==> src/common/fetch_pkg.sv <==
`default_nettype none

package fetch_pkg;

  ////////////////////////////////////////////////////////////////////////////
  // Widths and sizes
  ////////////////////////////////////////////////////////////////////////////

  // The bus and the instruction address are both one machine word wide
  localparam int unsigned ADDR_WIDTH = 32;
  localparam int unsigned DATA_WIDTH = 32;

  // Number of word entries held by the alignment buffer
  localparam int unsigned BUF_DEPTH = 3;

  // Plain vector types for the widths that carry a meaning
  typedef logic [ADDR_WIDTH-1:0] addr_t;
  typedef logic [DATA_WIDTH-1:0] word_t;

  // Small counter shared by the outstanding and the flush bookkeeping
  typedef logic [1:0] cnt_t;

  // Upper bound on bus requests that are granted but not yet answered
  localparam cnt_t MAX_OUTSTANDING = 2'd2;

  ////////////////////////////////////////////////////////////////////////////
  // Interface structs
  ////////////////////////////////////////////////////////////////////////////

  // Payload of a fetch request, always a word-aligned address
  typedef struct packed {
    addr_t addr;
  } fetch_req_t;

  // One bus response word with its error bit
  typedef struct packed {
    word_t data;
    logic  err;
  } inst_resp_t;

  // An aligned instruction as handed to the decode stage
  // For compressed instructions the upper halfword is zero filled
  typedef struct packed {
    word_t instr;
    addr_t addr;
    logic  compressed;
    logic  fault;
  } instr_t;

  // Controller outputs seen by the fetch front end
  typedef struct packed {
    logic  pc_set;
    logic  instr_req;
    addr_t branch_addr;
  } ctrl_fsm_t;

endpackage

`default_nettype wire

==> src/hw/prefetcher.sv <==
`timescale 1ns/10ps
`default_nettype none

module prefetcher (
  input  wire                   clk,
  input  wire                   rst_n,
  // Fetch handshake with the alignment buffer
  input  wire                   fetch_valid_i,
  output logic                  fetch_ready_o,
  input  wire                   fetch_branch_i,
  input  wire fetch_pkg::addr_t fetch_branch_addr_i,
  // Instruction bus request channel
  output logic                  bus_req_valid_o,
  output fetch_pkg::fetch_req_t bus_req_o,
  input  wire                   bus_gnt_i
);

  import fetch_pkg::*;

  // Address of the next word to request on the sequential path
  addr_t addr_q;

  // Branch target rounded down to its word
  addr_t branch_word;

  // Address presented on the bus in this cycle
  addr_t req_addr;

  // Set while a request has been shown on the bus without a grant
  logic  pending_q;

  ////////////////////////////////////////////////////////////////////////////
  // Request generation
  ////////////////////////////////////////////////////////////////////////////

  assign branch_word = {fetch_branch_addr_i[ADDR_WIDTH-1:2], 2'b00};

  // A branch takes the bus address in the same cycle
  // Otherwise the stored address is shown and stays put until granted
  assign req_addr = fetch_branch_i ? branch_word : addr_q;

  // A stalled request keeps its valid even if the buffer stops asking
  // A branch drops the stalled request and starts the new path instead
  assign bus_req_valid_o = fetch_valid_i || (pending_q && !fetch_branch_i);

  assign bus_req_o = '{addr: req_addr};

  // The buffer counts a request as outstanding exactly when it is granted
  assign fetch_ready_o = bus_req_valid_o && bus_gnt_i;

  ////////////////////////////////////////////////////////////////////////////
  // Address register
  ////////////////////////////////////////////////////////////////////////////

  always_ff @(posedge clk or negedge rst_n) begin
    if (!rst_n) begin
      addr_q    <= '0;
      pending_q <= 1'b0;
    end else begin
      if (fetch_ready_o) begin
        // Granted, so move on to the word after the one just requested
        addr_q <= req_addr + 32'd4;
      end else if (fetch_branch_i) begin
        // Branch without a grant leaves the target waiting in the register
        addr_q <= branch_word;
      end
      pending_q <= bus_req_valid_o && !bus_gnt_i;
    end
  end

endmodule

`default_nettype wire

==> src/hw/alignment_buffer/alignment_buffer.sv <==
`timescale 1ns/10ps
`default_nettype none

module alignment_buffer (
  input  wire                        clk,
  input  wire                        rst_n,
  input  wire fetch_pkg::ctrl_fsm_t  ctrl_fsm_i,
  // Fetch pacing towards the prefetcher
  output logic                       fetch_valid_o,
  input  wire                        fetch_ready_i,
  output logic                       fetch_branch_o,
  output fetch_pkg::addr_t           fetch_branch_addr_o,
  // Bus responses, in request order and without back-pressure
  input  wire                        resp_valid_i,
  input  wire fetch_pkg::inst_resp_t resp_i,
  // Aligned instruction output
  output logic                       instr_valid_o,
  input  wire                        instr_ready_i,
  output fetch_pkg::instr_t          instr_o
);

  import fetch_pkg::*;

  // Word storage and the per-entry valid bits
  inst_resp_t              mem_q [BUF_DEPTH];
  logic [0:BUF_DEPTH-1]    valid_q;
  logic [0:BUF_DEPTH-1]    valid_d;

  // Pointers wrap modulo the buffer depth
  logic [1:0]              wptr_q;
  logic [1:0]              rptr_q;
  logic [1:0]              rptr2;

  // Bus bookkeeping
  cnt_t                    outstanding_cnt_q;
  cnt_t                    n_flush_q;
  cnt_t                    buf_cnt;
  logic [2:0]              fill_level;

  // Position of the next instruction
  logic                    hw_off_q;
  addr_t                   addr_q;

  // Set once an error word has been taken in, fetching stays off until a branch
  logic                    fault_q;

  // Output stage decode
  inst_resp_t              entry0;
  inst_resp_t              entry1;
  logic [15:0]             hw_lo;
  logic                    is_comp;
  logic                    straddle;
  logic                    instr_avail;

  // Events of this cycle
  logic                    resp_accept;
  logic                    pop;
  logic                    pop_word;
  logic                    pop_fault;

  function automatic logic [1:0] ptr_inc(input logic [1:0] ptr);
    ptr_inc = (ptr == 2'(BUF_DEPTH - 1)) ? 2'd0 : ptr + 2'd1;
  endfunction

  ////////////////////////////////////////////////////////////////////////////
  // Instruction alignment
  ////////////////////////////////////////////////////////////////////////////

  // The second read pointer names the entry that follows the head
  assign rptr2  = ptr_inc(rptr_q);
  assign entry0 = mem_q[rptr_q];
  assign entry1 = mem_q[rptr2];

  // Halfword at the current offset decides the instruction size
  assign hw_lo   = hw_off_q ? entry0.data[31:16] : entry0.data[15:0];
  assign is_comp = (hw_lo[1:0] != 2'b11);

  // A 32-bit instruction in the upper half spills into the next entry
  assign straddle = !is_comp && hw_off_q;

  // An error word is handed out on its own so a missing second half cannot stall it
  assign instr_avail = valid_q[rptr_q] && (!straddle || valid_q[rptr2] || entry0.err);

  // Nothing is offered in a redirect cycle
  assign instr_valid_o = instr_avail && !ctrl_fsm_i.pc_set;

  always_comb begin
    instr_o.addr       = addr_q;
    instr_o.compressed = is_comp;
    instr_o.fault      = entry0.err || (straddle && valid_q[rptr2] && entry1.err);
    if (is_comp) begin
      instr_o.instr = {16'h0000, hw_lo};
    end else if (hw_off_q) begin
      // Low half comes from the top of the head word
      instr_o.instr = {entry1.data[15:0], entry0.data[31:16]};
    end else begin
      instr_o.instr = entry0.data;
    end
  end

  // A pop releases the head word unless a compressed instruction leaves its upper half
  assign pop       = instr_valid_o && instr_ready_i;
  assign pop_word  = pop && (hw_off_q || !is_comp);
  assign pop_fault = pop && instr_o.fault;

  ////////////////////////////////////////////////////////////////////////////
  // Response intake and fetch pacing
  ////////////////////////////////////////////////////////////////////////////

  // Responses for an abandoned path are counted off and dropped
  // After an error word the rest of the stream is dropped as well
  assign resp_accept = resp_valid_i && !ctrl_fsm_i.pc_set && (n_flush_q == '0) && !fault_q;

  always_comb begin
    buf_cnt = '0;
    for (int i = 0; i < BUF_DEPTH; i++) begin
      buf_cnt = buf_cnt + cnt_t'(valid_q[i]);
    end
  end

  // Words held plus words on the way, less the one leaving now
  assign fill_level = 3'(buf_cnt) + 3'(outstanding_cnt_q) - 3'(pop_word);

  always_comb begin
    if (ctrl_fsm_i.pc_set) begin
      // The buffer empties, so only the bus limit applies to the branch request
      fetch_valid_o = ctrl_fsm_i.instr_req &&
                      ((outstanding_cnt_q - cnt_t'(resp_valid_i)) < MAX_OUTSTANDING);
    end else begin
      // Each new word must find a free entry when it returns
      fetch_valid_o = ctrl_fsm_i.instr_req && !fault_q &&
                      (outstanding_cnt_q < MAX_OUTSTANDING) &&
                      (fill_level <= 3'(BUF_DEPTH - 1));
    end
  end

  assign fetch_branch_o      = ctrl_fsm_i.pc_set;
  assign fetch_branch_addr_o = {ctrl_fsm_i.branch_addr[ADDR_WIDTH-1:1], 1'b0};

  // Free the head on a word pop and claim the tail on a response
  always_comb begin
    valid_d = valid_q;
    if (pop_word) begin
      valid_d[rptr_q] = 1'b0;
    end
    if (resp_accept) begin
      valid_d[wptr_q] = 1'b1;
    end
  end

  ////////////////////////////////////////////////////////////////////////////
  // State
  ////////////////////////////////////////////////////////////////////////////

  always_ff @(posedge clk) begin
    if (resp_accept) begin
      mem_q[wptr_q] <= resp_i;
    end
  end

  always_ff @(posedge clk or negedge rst_n) begin
    if (!rst_n) begin
      valid_q           <= '0;
      wptr_q            <= '0;
      rptr_q            <= '0;
      outstanding_cnt_q <= '0;
      n_flush_q         <= '0;
      hw_off_q          <= 1'b0;
      addr_q            <= '0;
      fault_q           <= 1'b0;
    end else begin
      // Grants add and responses remove, on either path
      outstanding_cnt_q <= outstanding_cnt_q + cnt_t'(fetch_ready_i) - cnt_t'(resp_valid_i);
      if (ctrl_fsm_i.pc_set) begin
        valid_q   <= '0;
        wptr_q    <= '0;
        rptr_q    <= '0;
        fault_q   <= 1'b0;
        // Everything still in flight belongs to the old path
        n_flush_q <= outstanding_cnt_q - cnt_t'(resp_valid_i);
        // Bit 1 of the target skips the lower halfword of the first word
        hw_off_q  <= ctrl_fsm_i.branch_addr[1];
        addr_q    <= {ctrl_fsm_i.branch_addr[ADDR_WIDTH-1:1], 1'b0};
      end else begin
        if (resp_valid_i && (n_flush_q != '0)) begin
          n_flush_q <= n_flush_q - 2'd1;
        end
        if (resp_accept) begin
          wptr_q <= ptr_inc(wptr_q);
          if (resp_i.err) begin
            fault_q <= 1'b1;
          end
        end
        // Nothing may follow a faulting instruction
        if (pop_fault) begin
          valid_q <= '0;
        end else begin
          valid_q <= valid_d;
        end
        if (pop) begin
          addr_q   <= addr_q + (is_comp ? 32'd2 : 32'd4);
          hw_off_q <= is_comp ? !hw_off_q : hw_off_q;
        end
        if (pop_word) begin
          rptr_q <= rptr2;
        end
      end
    end
  end

endmodule

`default_nettype wire

==> src/hw/fetch_unit.sv <==
`timescale 1ns/10ps
`default_nettype none

module fetch_unit (
  input  wire                       clk,
  input  wire                       rst_n,
  // Controller
  input  wire fetch_pkg::ctrl_fsm_t ctrl_fsm_i,
  // Instruction bus
  output logic                      bus_req_valid_o,
  output fetch_pkg::fetch_req_t     bus_req_o,
  input  wire                       bus_gnt_i,
  input  wire                       bus_rvalid_i,
  input  wire fetch_pkg::inst_resp_t bus_resp_i,
  // Aligned instruction output
  output logic                      instr_valid_o,
  output fetch_pkg::instr_t         instr_o,
  input  wire                       instr_ready_i
);

  import fetch_pkg::*;

  // Pacing and redirect signals between the buffer and the prefetcher
  logic  fetch_valid;
  logic  fetch_ready;
  logic  fetch_branch;
  addr_t fetch_branch_addr;

  // The prefetcher owns the address and talks to the bus request channel
  prefetcher prefetcher_inst (
    .clk                 (clk),
    .rst_n               (rst_n),
    .fetch_valid_i       (fetch_valid),
    .fetch_ready_o       (fetch_ready),
    .fetch_branch_i      (fetch_branch),
    .fetch_branch_addr_i (fetch_branch_addr),
    .bus_req_valid_o     (bus_req_valid_o),
    .bus_req_o           (bus_req_o),
    .bus_gnt_i           (bus_gnt_i)
  );

  // The buffer takes the responses and decides when the next word may be asked for
  alignment_buffer alignment_buffer_inst (
    .clk                 (clk),
    .rst_n               (rst_n),
    .ctrl_fsm_i          (ctrl_fsm_i),
    .fetch_valid_o       (fetch_valid),
    .fetch_ready_i       (fetch_ready),
    .fetch_branch_o      (fetch_branch),
    .fetch_branch_addr_o (fetch_branch_addr),
    .resp_valid_i        (bus_rvalid_i),
    .resp_i              (bus_resp_i),
    .instr_valid_o       (instr_valid_o),
    .instr_ready_i       (instr_ready_i),
    .instr_o             (instr_o)
  );

endmodule

`default_nettype wire

==> config.mk <==
export PLATFORM = sky130hd
export DESIGN_NAME = fetch_unit
export DESIGN_NICKNAME = d
export VERILOG_FILES = /design/src/common/fetch_pkg.sv /design/src/hw/prefetcher.sv /design/src/hw/alignment_buffer/alignment_buffer.sv /design/src/hw/fetch_unit.sv
export SDC_FILE = /design/constraint.sdc
export NUM_CORES = 1
export LEC_CHECK = 0
export ABC_CLOCK_PERIOD_IN_PS = 5370
export BUFFER_PORTS_ARGS = -buffer_cell sky130_fd_sc_hd__buf_2
export CAP_MARGIN = 40
export CORE_UTILIZATION = 56
export CTS_CLUSTER_SIZE = 20
export DETAILED_ROUTE_END_ITERATION = 10
export HOLD_SLACK_MARGIN = 0.06
export PLACE_DENSITY = 0.78
export SKIP_CTS_REPAIR_TIMING = 1
export SYNTH_ARGS = -nofsm -noshare
export SYNTH_HDL_FRONTEND = slang
export SYNTH_SLANG_ARGS = --single-unit
==> constraint.sdc <==
create_clock -name clk -period 5.37 [get_ports clk]
set_clock_uncertainty 0.15 [all_clocks]
set_input_delay 0.537 -clock clk [delete_from_list [all_inputs] [get_ports clk]]
set_output_delay 0.537 -clock clk [all_outputs]
set_load 0.02 [all_outputs]
# Yosys cells after proc, flatten, opt, wreduce, memory -nomap -nowiden
# Memory sizes are Yosys's and may differ from the RTL's.
# Cells that the tools add are included.
# word_totals
ff_bits,78
mem_bits_rw,99
output_inout_bits,100
word_cells,121
mem_count,1
# op_classes
addsub,12
order_cmp,8
n_eq_ne,3
muxes,39
bitwise,6
n_reduce_logical,42
# mem_list
name,depth,word_bits,read_ports,rd_ports_with_merged_regs,write_ports,line,rtl
alignment_buffer_inst.mem_q,3,33,2,0,1,alignment_buffer.sv:25,inst_resp_t mem_q [BUF_DEPTH];
# op_table
operator,count
two-way mux 32 bit,6
adder 32 x 3 -> 32 bit (second input constant),1
adder 32 bit,1
logical AND 1 bit,21
two-way mux 16 bit,1
two-way mux 2 bit,8
two-way mux 1 bit,15
two-way mux 3 bit,5
nonzero test 2 bit,7
>= comparator 3 bit (second input constant),3
NOT 2 -> 3 bit,3
zero test 1 bit,6
< comparator 3 x 1 -> 1 bit (second input constant),2
logical OR 1 bit,5
adder 2 x 1 -> 2 bit,2
adder 2 x 1 -> 2 bit (second input constant),2
binary-select mux 1 bit (select 2 bit),2
demux 1 bit (select 2 bit),2
equality test 2 bit (second input constant),2
< comparator 2 bit (second input constant),2
AND reduction 2 bit,2
subtractor 2 x 1 -> 2 bit,2
adder 2 x 2 -> 3 bit,1
bitwise AND 3 bit,1
other kinds (8),8

# Logic depth before layout (Yosys ltp)
# Gate-level depths: netlist (run 1).
# logic_depth
depth_word,20
mapped_depth,21
mapped_depth_nobuf,19

# Hierarchy
# Synthesis (run 1) repeated with hierarchy kept, for this count alone.
# unflattened
cells_unflattened,947
area_unflattened_um2,9904.5
# modules_own_cells
mod,instances,cells_each,area_each_um2,seq_area_each_um2
alignment_buffer,1,724,7627.3,4073.9
prefetcher,1,223,2277.2,825.8

# Least setup slack after synthesis (run 1)
# Ideal clock, no wire load.
# synth_path
path_kind,flip-flop to flip-flop
start,register alignment_buffer_inst.rptr_q[1]
end,register alignment_buffer_inst.outstanding_cnt_q[1]
t_arrival_ns,4.507
setup_slack_ns,0.589
path_stages_with_launch,22
path_buffers,2
period_less_slack_ns,4.781
path_cell_list,dfrtp_1 -> buf_6 -> buf_4 -> nand4b_1 -> and3_1 -> or3_4 -> nor3_1 -> ha_1 -> fa_1 -> inv_1 -> ha_1 -> inv_1 -> fa_1 -> nand2b_1 -> nand3_1 -> a21boi_1 -> inv_1 -> ha_1 -> inv_1 -> ha_1 -> xnor2_1 -> xnor2_1
# synth_between
elab_chain_len,20
# synth_rtl
element,line,rtl
start: declaration,alignment_buffer.sv:31,logic [1:0] rptr_q;
start signal: assignment,alignment_buffer.sv:205,rptr_q <= rptr2;
adder 2 x 1 -> 2 bit (tied with other cells),alignment_buffer.sv:62,ptr_inc = (ptr == 2'(BUF_DEPTH - 1)) ? 2'd0 : ptr + 2'd1;
two-way mux 2 bit or two-way mux 16 bit (tied branches),"alignment_buffer.sv:62, alignment_buffer.sv:75",
NOT 2 -> 3 bit (implied by the code) or inequality test 2 bit (tied branches),"alignment_buffer.sv:82, alignment_buffer.sv:76",
binary-select mux 1 bit (select 2 bit) or zero test 1 bit (tied branches),"alignment_buffer.sv:82, alignment_buffer.sv:79, alignment_buffer.sv:103",
two-way mux 1 bit (implied by the code) or logical AND 1 bit (tied branches),"alignment_buffer.sv:82, alignment_buffer.sv:79",
two-way mux 1 bit (implied by the code) or zero test 1 bit (tied branches),alignment_buffer.sv:82,assign instr_avail = valid_q[rptr_q] && (!straddle || valid_q[rptr2] || entry0.err);
logical OR 1 bit (2 in series),alignment_buffer.sv:82,
logical AND 1 bit,alignment_buffer.sv:82,
(+3 left out),--,
subtractor 3 x 1 -> 3 bit (*),alignment_buffer.sv:122,assign fill_level = 3'(buf_cnt) + 3'(outstanding_cnt_q) - 3'(pop_word);
<= comparator 3 x 2 -> 1 bit (*),alignment_buffer.sv:133,(fill_level <= 3'(BUF_DEPTH - 1));
logical AND 1 bit (*),alignment_buffer.sv:132,(outstanding_cnt_q < MAX_OUTSTANDING) &&
two-way mux 1 bit (*),alignment_buffer.sv:125,if (ctrl_fsm_i.pc_set) begin
logical OR 1 bit (*),prefetcher.sv:44,assign bus_req_valid_o = fetch_valid_i || (pending_q && !fetch_branch_i);
logical AND 1 bit (*),prefetcher.sv:49,assign fetch_ready_o = bus_req_valid_o && bus_gnt_i;
adder 2 x 1 -> 2 bit (*),alignment_buffer.sv:173,outstanding_cnt_q <= outstanding_cnt_q + cnt_t'(fetch_ready_i) - cnt_t'(resp_valid_i);
subtractor 2 x 1 -> 2 bit (*),alignment_buffer.sv:173,
end signal: assignment,alignment_buffer.sv:173,
end: declaration,alignment_buffer.sv:35,cnt_t outstanding_cnt_q;
# Every way passes the cells marked *; elsewhere a longest branch is shown, timed or not. The select of a mux whose other input is x is not followed.
# A chain may end at the register's enable or synchronous reset.

# Final worst setup path (run 1)
# layout_path
start,register alignment_buffer_inst.rptr_q[1]
end,output bus_req_valid_o
# layout_between
elab_chain_len,17
# layout_rtl
element,line,rtl
adder 2 x 1 -> 2 bit (tied with other cells),alignment_buffer.sv:62,
two-way mux 2 bit or two-way mux 16 bit (tied branches),"alignment_buffer.sv:62, alignment_buffer.sv:75",
NOT 2 -> 3 bit (implied by the code) or inequality test 2 bit (tied branches),"alignment_buffer.sv:82, alignment_buffer.sv:76",
binary-select mux 1 bit (select 2 bit) or zero test 1 bit (tied branches),"alignment_buffer.sv:82, alignment_buffer.sv:79, alignment_buffer.sv:103",
two-way mux 1 bit (implied by the code) or logical AND 1 bit (tied branches),"alignment_buffer.sv:82, alignment_buffer.sv:79",
two-way mux 1 bit (implied by the code) or zero test 1 bit (tied branches),alignment_buffer.sv:82,
logical OR 1 bit (2 in series),alignment_buffer.sv:82,
logical AND 1 bit,alignment_buffer.sv:82,
logical AND 1 bit,alignment_buffer.sv:85,assign instr_valid_o = instr_avail && !ctrl_fsm_i.pc_set;
logical AND 1 bit,alignment_buffer.sv:102,assign pop = instr_valid_o && instr_ready_i;
logical AND 1 bit (*),alignment_buffer.sv:103,assign pop_word = pop && (hw_off_q || !is_comp);
subtractor 3 x 1 -> 3 bit (*),alignment_buffer.sv:122,
<= comparator 3 x 2 -> 1 bit (*),alignment_buffer.sv:133,
logical AND 1 bit (*),alignment_buffer.sv:132,
two-way mux 1 bit (*),alignment_buffer.sv:125,
logical OR 1 bit (*),prefetcher.sv:44,
end: declaration,fetch_unit.sv:10,"output logic bus_req_valid_o,"
# Marks and branches as above.

==> results.yml, run 1 <==
detailed_routing:
  drc: 0
  wl_per_cell_um: 18.2
  vias_per_cell: 5.99
  drt_wl_total_mm: 23.1
  postRouteAntennaNets: 0
  via_count: 7594
  firstDrtPassIters: 5
  drt-initial-drc-count: 693
critical_path:
  crit_end: "bus_req_valid_o"
  rr_worst_depth: 20
  slowest_stage: "dfrtp_2"
  startpoint_type: "flop"
  r2r-start: "alignment_buffer_inst.rptr_q[1]$_DFFE_PN0P_"
  critPathCaptureType: "output pin"
  r2r_slack_ns: 0.58
  critPathArrivalTime_ns: 4.26
  critPathMaxStageDelay_ns: 0.52
  cp_top_family: "adder cells"
  crit_type: "flop to output pin"
  path_buf_inv: 4
  r2r_end: "alignment_buffer_inst.outstanding_cnt_q[1]$_DFF_PN0_"
  cp.required_ns: 4.68
  setup.worst_path.start: "alignment_buffer_inst.rptr_q[1]$_DFFE_PN0P_"
  cp.depth: 15
  crit_chain: "buf_4, or2b_1, o211ai_2, nor4_4, nor3_1, ha_1, fa_1, inv_1, ha_1, inv_1, fa_1, nand2b_1, nand3_1, nand2_1, buf_2"
  worst-path-max-fanout: 39
placed_design:
  portBuffers: 169
  hpwl_mm: 16.3
  gp_congestion: 0.868
sta:
  fin_tns_setup_ns: 0
  finalMaxSlewViolations: 0
  period_share: 0.922
  worst_slew_pin_slew_ns: 0.744
  rsz0062_at_grt: "false"
  hold_viol: 0
  fmax_mhz: 202
  min_period_ns: 4.95
  finalSetupViolCount: 0
  holdWs_ns: 0.159
  relSlewSlack: 0.501
cts:
  insertion_delay_ns: 0.43
  cts-root-buf: "clkbuf_16"
  clock_sinks: 176
  cts.reportedPaths.clkPinSlew_ns: 0.07
  cts_tree: "built"
  cts_buffers: 17
  h-tree-depth: 4
  cts_buffer_depth: 2
floorplan:
  rows: 47
  initial_core_util: 0.572
  dieHeight_um: 132
  io_pins: 172
  die_x_um: 132
  dieArea_um2: 17400
  coreArea_um2: 16500
logic_synthesis:
  async_reset_ff_frac: 0.438
  ys.flop_type: "edfxtp_1"
  synth_warnings: 0
  synth_edf_count: 99
  synth_top_family_by_area: "simple AND/OR/NAND/NOR gates"
  synth-xor-area-share: 0.0306
  yosys.area_share.simple: 0.161
  avgSynthCellArea_um2: 10.7
  muxShareOfSynthArea: 0.107
  synthAdderAreaFrac: 0.0196
  synth_fp_nets: 965
  synth_area_um2: 9450
  synth.ff_latch_count: 176
  yosysSeqAreaShare: 0.518
  ys_types: 72
  synth_compound_area_frac: 0.122
  synthCells: 880
grt:
  antenna_found_initial: 3
  grt_remaining_overflow: 0
  grt_usage: 0.274
  grt_pass1_wl_mm: 37.3
  grt_pass1_vias: 7114
  grt_max_degree: 67
finish:
  fillers: 1238
  final_layout_size_suffix_gt1_frac: 0.246
  fin_nets: 1119
  final_common_cell: "buf_2"
  layout_common_cells: "buf_2 (168), edfxtp_1 (99), nand2_1 (87)"
  areaGrowthSynthToFinish_pct: 17.4
power_and_ir_drop:
  pwr_density_cell_nw_per_um2: 322
  power_leakage_nw: 4.27
  vdd_ir_drop_max_mv: 0.219
job:
  maxCapViolCount: 0
worst_hold_path:
  worstHoldStart: "bus_resp_i[22]"
  min-delay-path-class: "input port to flop"
status:
  outcome: "finished, final reports clean"
worst register-to-register path, delay by kind of cell (launching register included):
kind	cells	cell delay (ns)
compound gates	2	0.38
xor+xnor	2	0.29
fa+ha+maj	6	1.82
buf+inv	5	0.61
flops	1	0.52
simple gates	5	0.97
final cells by class:
class	instances	area, µm²	share of cell area
antenna	1	2.50	0.000226
inverter	34	128	0.0115
clock buffer	18	429	0.0387
multi-input combinational	616	4190	0.378
timing repair buffer	189	1030	0.0932
tap	220	275	0.0248
clock inverter	14	133	0.0120
sequential	176	4900	0.442
cell families after synthesis:
| kind of cell | after synthesis |
|---|---|
| buffers and inverters | 88 |
| xor gates and xnor gates | 33 |
| AOI/OAI and AO/OA | 180 |
| and+or+nand+nor | 293 |
| other | 1 |
| muxes | 96 |
| adders and majority gates | 13 |
| DFF | 176 |
cells in the mapped netlist, types with 7 or more instances:
master,n,area share
a21oi_1,24,0.013
a31oi_1,31,0.021
buf_1,7,0.0028
buf_2,16,0.0085
clkbuf_1,25,0.0099
dfrtp_1,77,0.20
edfxtp_1,99,0.31
ha_1,10,0.013
inv_1,33,0.013
mux2_2,18,0.021
mux2i_1,75,0.079
nand2_1,87,0.035
nand3_1,29,0.015
nand4_1,12,0.0079
nor2_1,74,0.029
nor3_1,10,0.0053
o21ai_0,61,0.032
o31ai_1,25,0.020
or4_1,27,0.021
xnor2_1,19,0.018
xor2_1,14,0.013
where the power goes:
part,switching [mW],internal [mW]
registers,0.0790,1.55
clock network,0.537,0.647
logic,0.483,0.278
total,1.10,2.47
sequential cells by signal, indices dropped and copies added (netlist names):
register,count
alignment_buffer_inst.outstanding_cnt_q,2
prefetcher_inst.addr_q,32
alignment_buffer_inst.n_flush_q,2
prefetcher_inst.pending_q,1
alignment_buffer_inst.fault_q,1
alignment_buffer_inst.hw_off_q,1
alignment_buffer_inst.rptr_q,2
alignment_buffer_inst.valid_q,3
alignment_buffer_inst.mem_q,99
alignment_buffer_inst.addr_q,31
alignment_buffer_inst.wptr_q,2
stage by stage:
step	total power [mW]	std cells	setup slack [ns]	util	instance area, µm²
after detailed placement	2.40	1234	0.563	0.636	10500
after floorplan	2.14	880	0.589	-	9450
after CTS	3.58	1266	0.371	0.670	11100
after global routing	3.72	1267	0.115	0.671	11100
after global placement	2.38	1232	0.694	0.634	10500
final	3.57	1268	0.419	0.671	11100
layer usage:
metal,up-vias,wire length [µm],GRT usage
met3,37,1800,0.0688
li1,3588,-,-
met5,-,23,0
met4,4,459,0.0937
met2,294,10700,0.414
met1,3671,10200,0.386
worst min-delay path by stage:
stage	to	cells after the start
after CTS	prefetcher_inst.addr_q[22]$_DFF_PN0_	1
after global placement	prefetcher_inst.addr_q[0]$_DFF_PN0_	1
after detailed placement	prefetcher_inst.addr_q[22]$_DFF_PN0_	1
after global routing	alignment_buffer_inst.mem_q[0][29]$_DFFE_PP_	1
after floorplan	alignment_buffer_inst.addr_q[10]$_DFFE_PN0P_	0
final	alignment_buffer_inst.mem_q[1][22]$_DFFE_PP_	1
(Power assumes the default switching activity.)
==> inputs of run 2 (changes only) <==
==> constraint.sdc (replaced) <==
create_clock -name clk -period 5.37 [get_ports clk]
set_clock_uncertainty 0.15 [all_clocks]
set_input_delay 0.8055 -clock clk [delete_from_list [all_inputs] [get_ports clk]]
set_output_delay 0.8055 -clock clk [all_outputs]
set_load 0.02 [all_outputs]
==> results.yml, run 2 (same netlist as run 1, synthesis figures left out) <==
status:
  outcome: "finished, final reports clean"
finish:
  reg_top3: "alignment_buffer_inst.mem_q x99, prefetcher_inst.addr_q x32, alignment_buffer_inst.addr_q x31"
  areaGrowthSynthToFinish_pct: 17.2
  largest_reg_flops: 99
  final_cell_area_um2: 11100
  fin_nets: 1116
  final_layout_size_suffix_gt1_frac: 0.248
  top_register: "alignment_buffer_inst.mem_q"
  final_common_cell: "buf_2"
  layout_common_cells: "buf_2 (168), edfxtp_1 (99), nand2_1 (87)"
sta:
  rsz0062_at_grt: "false"
  worst_slew_pin_slew_ns: 0.841
  period_share: 0.955
  relSlewSlack: 0.439
  min_period_ns: 5.13
  fmax_mhz: 195
  fin_ws_ns: 0.240
  fin_tns_setup_ns: 0
  hold_viol: 0
  holdWs_ns: 0.175
  finalSetupViolCount: 0
  finalMaxSlewViolations: 0
detailed_routing:
  postRouteAntennaNets: 0
  drt_wl_total_mm: 23.4
  wl_met3_mm: 1.86
  wl_per_cell_um: 18.5
  via_count: 7650
  wl_met2_mm: 11.0
  drt-initial-drc-count: 721
  drc: 0
  firstDrtPassIters: 5
  highest_layer: "met5"
  vias_per_cell: 6.04
  wl_met1_mm: 10.2
critical_path:
  path_buf_inv: 3
  crit_type: "flop to output pin"
  worst-path-max-fanout: 17
  cp_top_family: "adder cells"
  critPathArrivalTime_ns: 4.17
  critPathMaxStageDelay_ns: 0.62
  crit_chain: "nand3b_1, o21a_1, or3_4, nor3_1, ha_1, fa_1, inv_1, ha_1, inv_1, fa_1, nand2b_1, nand3_1, nand2_1, buf_2"
  cp.required_ns: 4.41
  startpoint_type: "flop"
  slowest_stage: "dfrtp_2"
  critPathCaptureType: "output pin"
grt:
  grt_remaining_overflow: 0
  antenna_found_initial: 4
  grt_pass1_vias: 7186
  grt_usage: 0.275
  grt_max_degree: 83
  grt_pass1_wl_mm: 37.3
floorplan:
  die_x_um: 132
  coreArea_um2: 16500
  io_pins: 172
  dieArea_um2: 17400
  initial_core_util: 0.572
  dieHeight_um: 132
  rows: 47
placed_design:
  hpwl_mm: 16.3
  pre_cts_ws_ns: 0.580
  place_area_um2: 10500
  gp_congestion: 0.885
  portBuffers: 169
cts:
  cts_buffer_depth: 2
  clock_sinks: 176
  cts.reportedPaths.clkPinSlew_ns: 0.07
  cts-root-buf: "clkbuf_16"
  cts_buffers: 17
  cts_tree: "built"
  h-tree-depth: 4
  insertion_delay_ns: 0.43
worst_hold_path:
  min-delay-path-class: "input port to async pin"
power_and_ir_drop:
  pwr_density_cell_nw_per_um2: 325
  vdd_ir_drop_max_mv: 0.234
  p_total_mw: 3.60
  power_leakage_nw: 4.27
job:
  maxCapViolCount: 0
==> run 2: per-stage QoR <==
step / utilization / std cells
global route: 0.670 / 1265
detailed placement: 0.635 / 1232
floorplan: - / 880
finish: 0.670 / 1266
global placement: 0.633 / 1231
CTS: 0.670 / 1264
==> run 2: final timing paths <==
kind	depth (start not counted)	slack (ns)	startpoint	end
setup / recovery	14	0.24	alignment_buffer_inst.rptr_q[0]$_DFFE_PN0P_	bus_req_valid_o
hold / removal	1	0.17	rst_n	prefetcher_inst.addr_q[12]$_DFF_PN0_
setup reg to reg	19	0.66	alignment_buffer_inst.rptr_q[0]$_DFFE_PN0P_	alignment_buffer_inst.outstanding_cnt_q[1]$_DFF_PN0_
hold reg to reg	1	0.37	prefetcher_inst.addr_q[1]$_DFF_PN0_	prefetcher_inst.addr_q[1]$_DFF_PN0_
max in group asynchronous	2	4.30	rst_n	alignment_buffer_inst.rptr_q[0]$_DFFE_PN0P_
min in group clk	1	0.37	prefetcher_inst.addr_q[1]$_DFF_PN0_	prefetcher_inst.addr_q[1]$_DFF_PN0_
==> run 2: area by class of cell <==
class | count | area [µm²]
multi-input combinational | 616 | 4190
clock buffer | 17 | 425
antenna | 2 | 5.00
inverter | 34 | 128
tap | 220 | 275
clock inverter | 15 | 150
fill | 1244 | 5450
sequential | 176 | 4900
timing repair buffer | 186 | 1000
==> run 2: layer usage <==
metal / track usage / vias up
met5: 0 / -
li1: - / 3577
met3: 0.0627 / 34
met2: 0.424 / 317
met1: 0.389 / 3716
met4: 0.0814 / 6
==> run 2: where the power goes <==
part	leakage (nW)	switching (mW)	total [mW]	internal [mW]
Sequential	1.80	0.0798	1.63	1.55
Combinational	2.18	0.479	0.754	0.275
Clock	0.282	0.563	1.22	0.654
==> inputs of run 3 (changes only) <==
--- a/config.mk
+++ b/config.mk
@@ -11,6 +11,7 @@
 export CORE_UTILIZATION = 56
 export CTS_CLUSTER_SIZE = 20
 export DETAILED_ROUTE_END_ITERATION = 10
+export GPL_TIMING_DRIVEN = 0
 export HOLD_SLACK_MARGIN = 0.06
 export PLACE_DENSITY = 0.78
 export SKIP_CTS_REPAIR_TIMING = 1
==> results.yml, run 3 (same netlist as run 1, synthesis figures left out) <==
placed_design:
  portBuffers: 168
  gp_congestion: 0.935
  dp_cells: 1278
  pre_cts_ws_ns: -0.349
  place_area_um2: 10700
  hpwl_mm: 18.9
detailed_routing:
  drc: 0
  drt-initial-drc-count: 975
  vias_per_cell: 6.20
  firstDrtPassIters: 6
  drt_wl_total_mm: 26.4
  wl_per_cell_um: 20.1
  via_count: 8140
  postRouteAntennaNets: 0
cts:
  cts_buffers: 17
  cts-root-buf: "clkbuf_16"
  cts_tree: "built"
  insertion_delay_ns: 0.44
  cts.reportedPaths.clkPinSlew_ns: 0.07
  clock_sinks: 176
  h-tree-depth: 4
  cts_buffer_depth: 2
grt:
  grt_pass1_wl_mm: 41.2
  grt_max_degree: 45
  grt_usage: 0.308
  antenna_found_initial: 1
  grt_remaining_overflow: 0
  grt_pass1_vias: 7825
finish:
  reg_top3: "alignment_buffer_inst.mem_q x99, prefetcher_inst.addr_q x32, alignment_buffer_inst.addr_q x31"
  fillers: 1246
  largest_reg_flops: 99
  layoutNonFillerInstCount: 1312
  layout_common_cells: "buf_2 (182), edfxtp_1 (99), nand2_1 (87)"
  final_cell_area_um2: 11300
  final_common_cell: "buf_2"
  multiInputGateArea_um2: 4200
  fin_nets: 1163
  areaGrowthSynthToFinish_pct: 19.7
  final_layout_size_suffix_gt1_frac: 0.250
  regArea_um2: 4900
  top_register: "alignment_buffer_inst.mem_q"
floorplan:
  die_x_um: 132
  io_pins: 172
  rows: 47
  dieArea_um2: 17400
  initial_core_util: 0.572
  coreArea_um2: 16500
  dieHeight_um: 132
critical_path:
  crit_type: "flop to output pin"
  worst-path-max-fanout: 10
  cp.required_ns: 4.41
  startpoint_type: "flop"
  critPathArrivalTime_ns: 4.18
  rr_worst_depth: 21
  critPathCaptureType: "output pin"
sta:
  worst_slew_pin_slew_ns: 0.857
  relSlewSlack: 0.428
  rsz0062_at_grt: "false"
  fin_tns_setup_ns: 0
  hold_viol: 0
  finalMaxSlewViolations: 0
  fmax_mhz: 195
  min_period_ns: 5.13
  fin_ws_ns: 0.235
  period_share: 0.956
  finalSetupViolCount: 0
power_and_ir_drop:
  p_total_mw: 3.64
  power_leakage_nw: 4.38
  vdd_ir_drop_max_mv: 0.221
  pwr_density_cell_nw_per_um2: 322
status:
  outcome: "finished, final reports clean"
job:
  maxCapViolCount: 0
worst_hold_path:
  min-delay-path-class: "input port to async pin"
-- run 3: metrics by stage --
step | hold WS, ns | util
finish | 0.164 | 0.684
CTS | 0.179 | 0.683
floorplan | 0.353 | -
global route | 0.196 | 0.684
global placement | 0.349 | 0.639
detailed placement | 0.356 | 0.648
-- run 3: worst max-delay path, stage by stage, from the launching register on --
cell      delay [ns]
dfrtp_1         0.46
buf_6           0.18
buf_4           0.17
nand4b_1        0.16
and3_1          0.17
or3_4           0.38
nor3_4          0.21
ha_1            0.27
fa_1            0.48
inv_1           0.05
ha_1            0.16
inv_1           0.06
fa_1            0.40
nand2b_1        0.17
nand3_1         0.15
nand2_1         0.08
buf_2           0.18
-- run 3: path summary, 6_finish.rpt --
check,start,endpoint,slack [ns]
setup / recovery,alignment_buffer_inst.rptr_q[1]$_DFFE_PN0P_,bus_req_valid_o,0.24
hold / removal,rst_n,prefetcher_inst.addr_q[21]$_DFF_PN0_,0.16
setup reg to reg,alignment_buffer_inst.rptr_q[1]$_DFFE_PN0P_,alignment_buffer_inst.outstanding_cnt_q[1]$_DFF_PN0_,0.43
hold reg to reg,prefetcher_inst.addr_q[0]$_DFF_PN0_,prefetcher_inst.addr_q[0]$_DFF_PN0_,0.36
max in group asynchronous,rst_n,alignment_buffer_inst.addr_q[26]$_DFFE_PN0P_,4.32
min in group clk,prefetcher_inst.addr_q[0]$_DFF_PN0_,prefetcher_inst.addr_q[0]$_DFF_PN0_,0.36
-- run 3: final cells by class --
cell class | instances | area share
clock buffers | 18 | 0.0379
multi-input cells | 616 | 0.372
plain buffers | 53 | 0.0222
repair buffers | 180 | 0.0864
well taps | 220 | 0.0243
flip-flops and latches | 176 | 0.433
clock inverters | 14 | 0.0128
inverters | 34 | 0.0113
diodes | 1 | 0.000221
-- run 3: where the power goes --
group          total, mW  switching [mW]  internal [mW]
clock               1.22           0.567          0.656
sequential          1.63          0.0825           1.54
combinational      0.789           0.503          0.286
total               3.64            1.15           2.49
-- run 3: per-layer routing --
layer / part of all wire / global-route usage / vias up
met3: 0.098 / 0.0534 / 52
met2: 0.47 / 0.472 / 466
met4: 0.021 / 0.106 / 0
met1: 0.42 / 0.444 / 3949
li1: - / - / 3673
met5: 0 / 0 / -
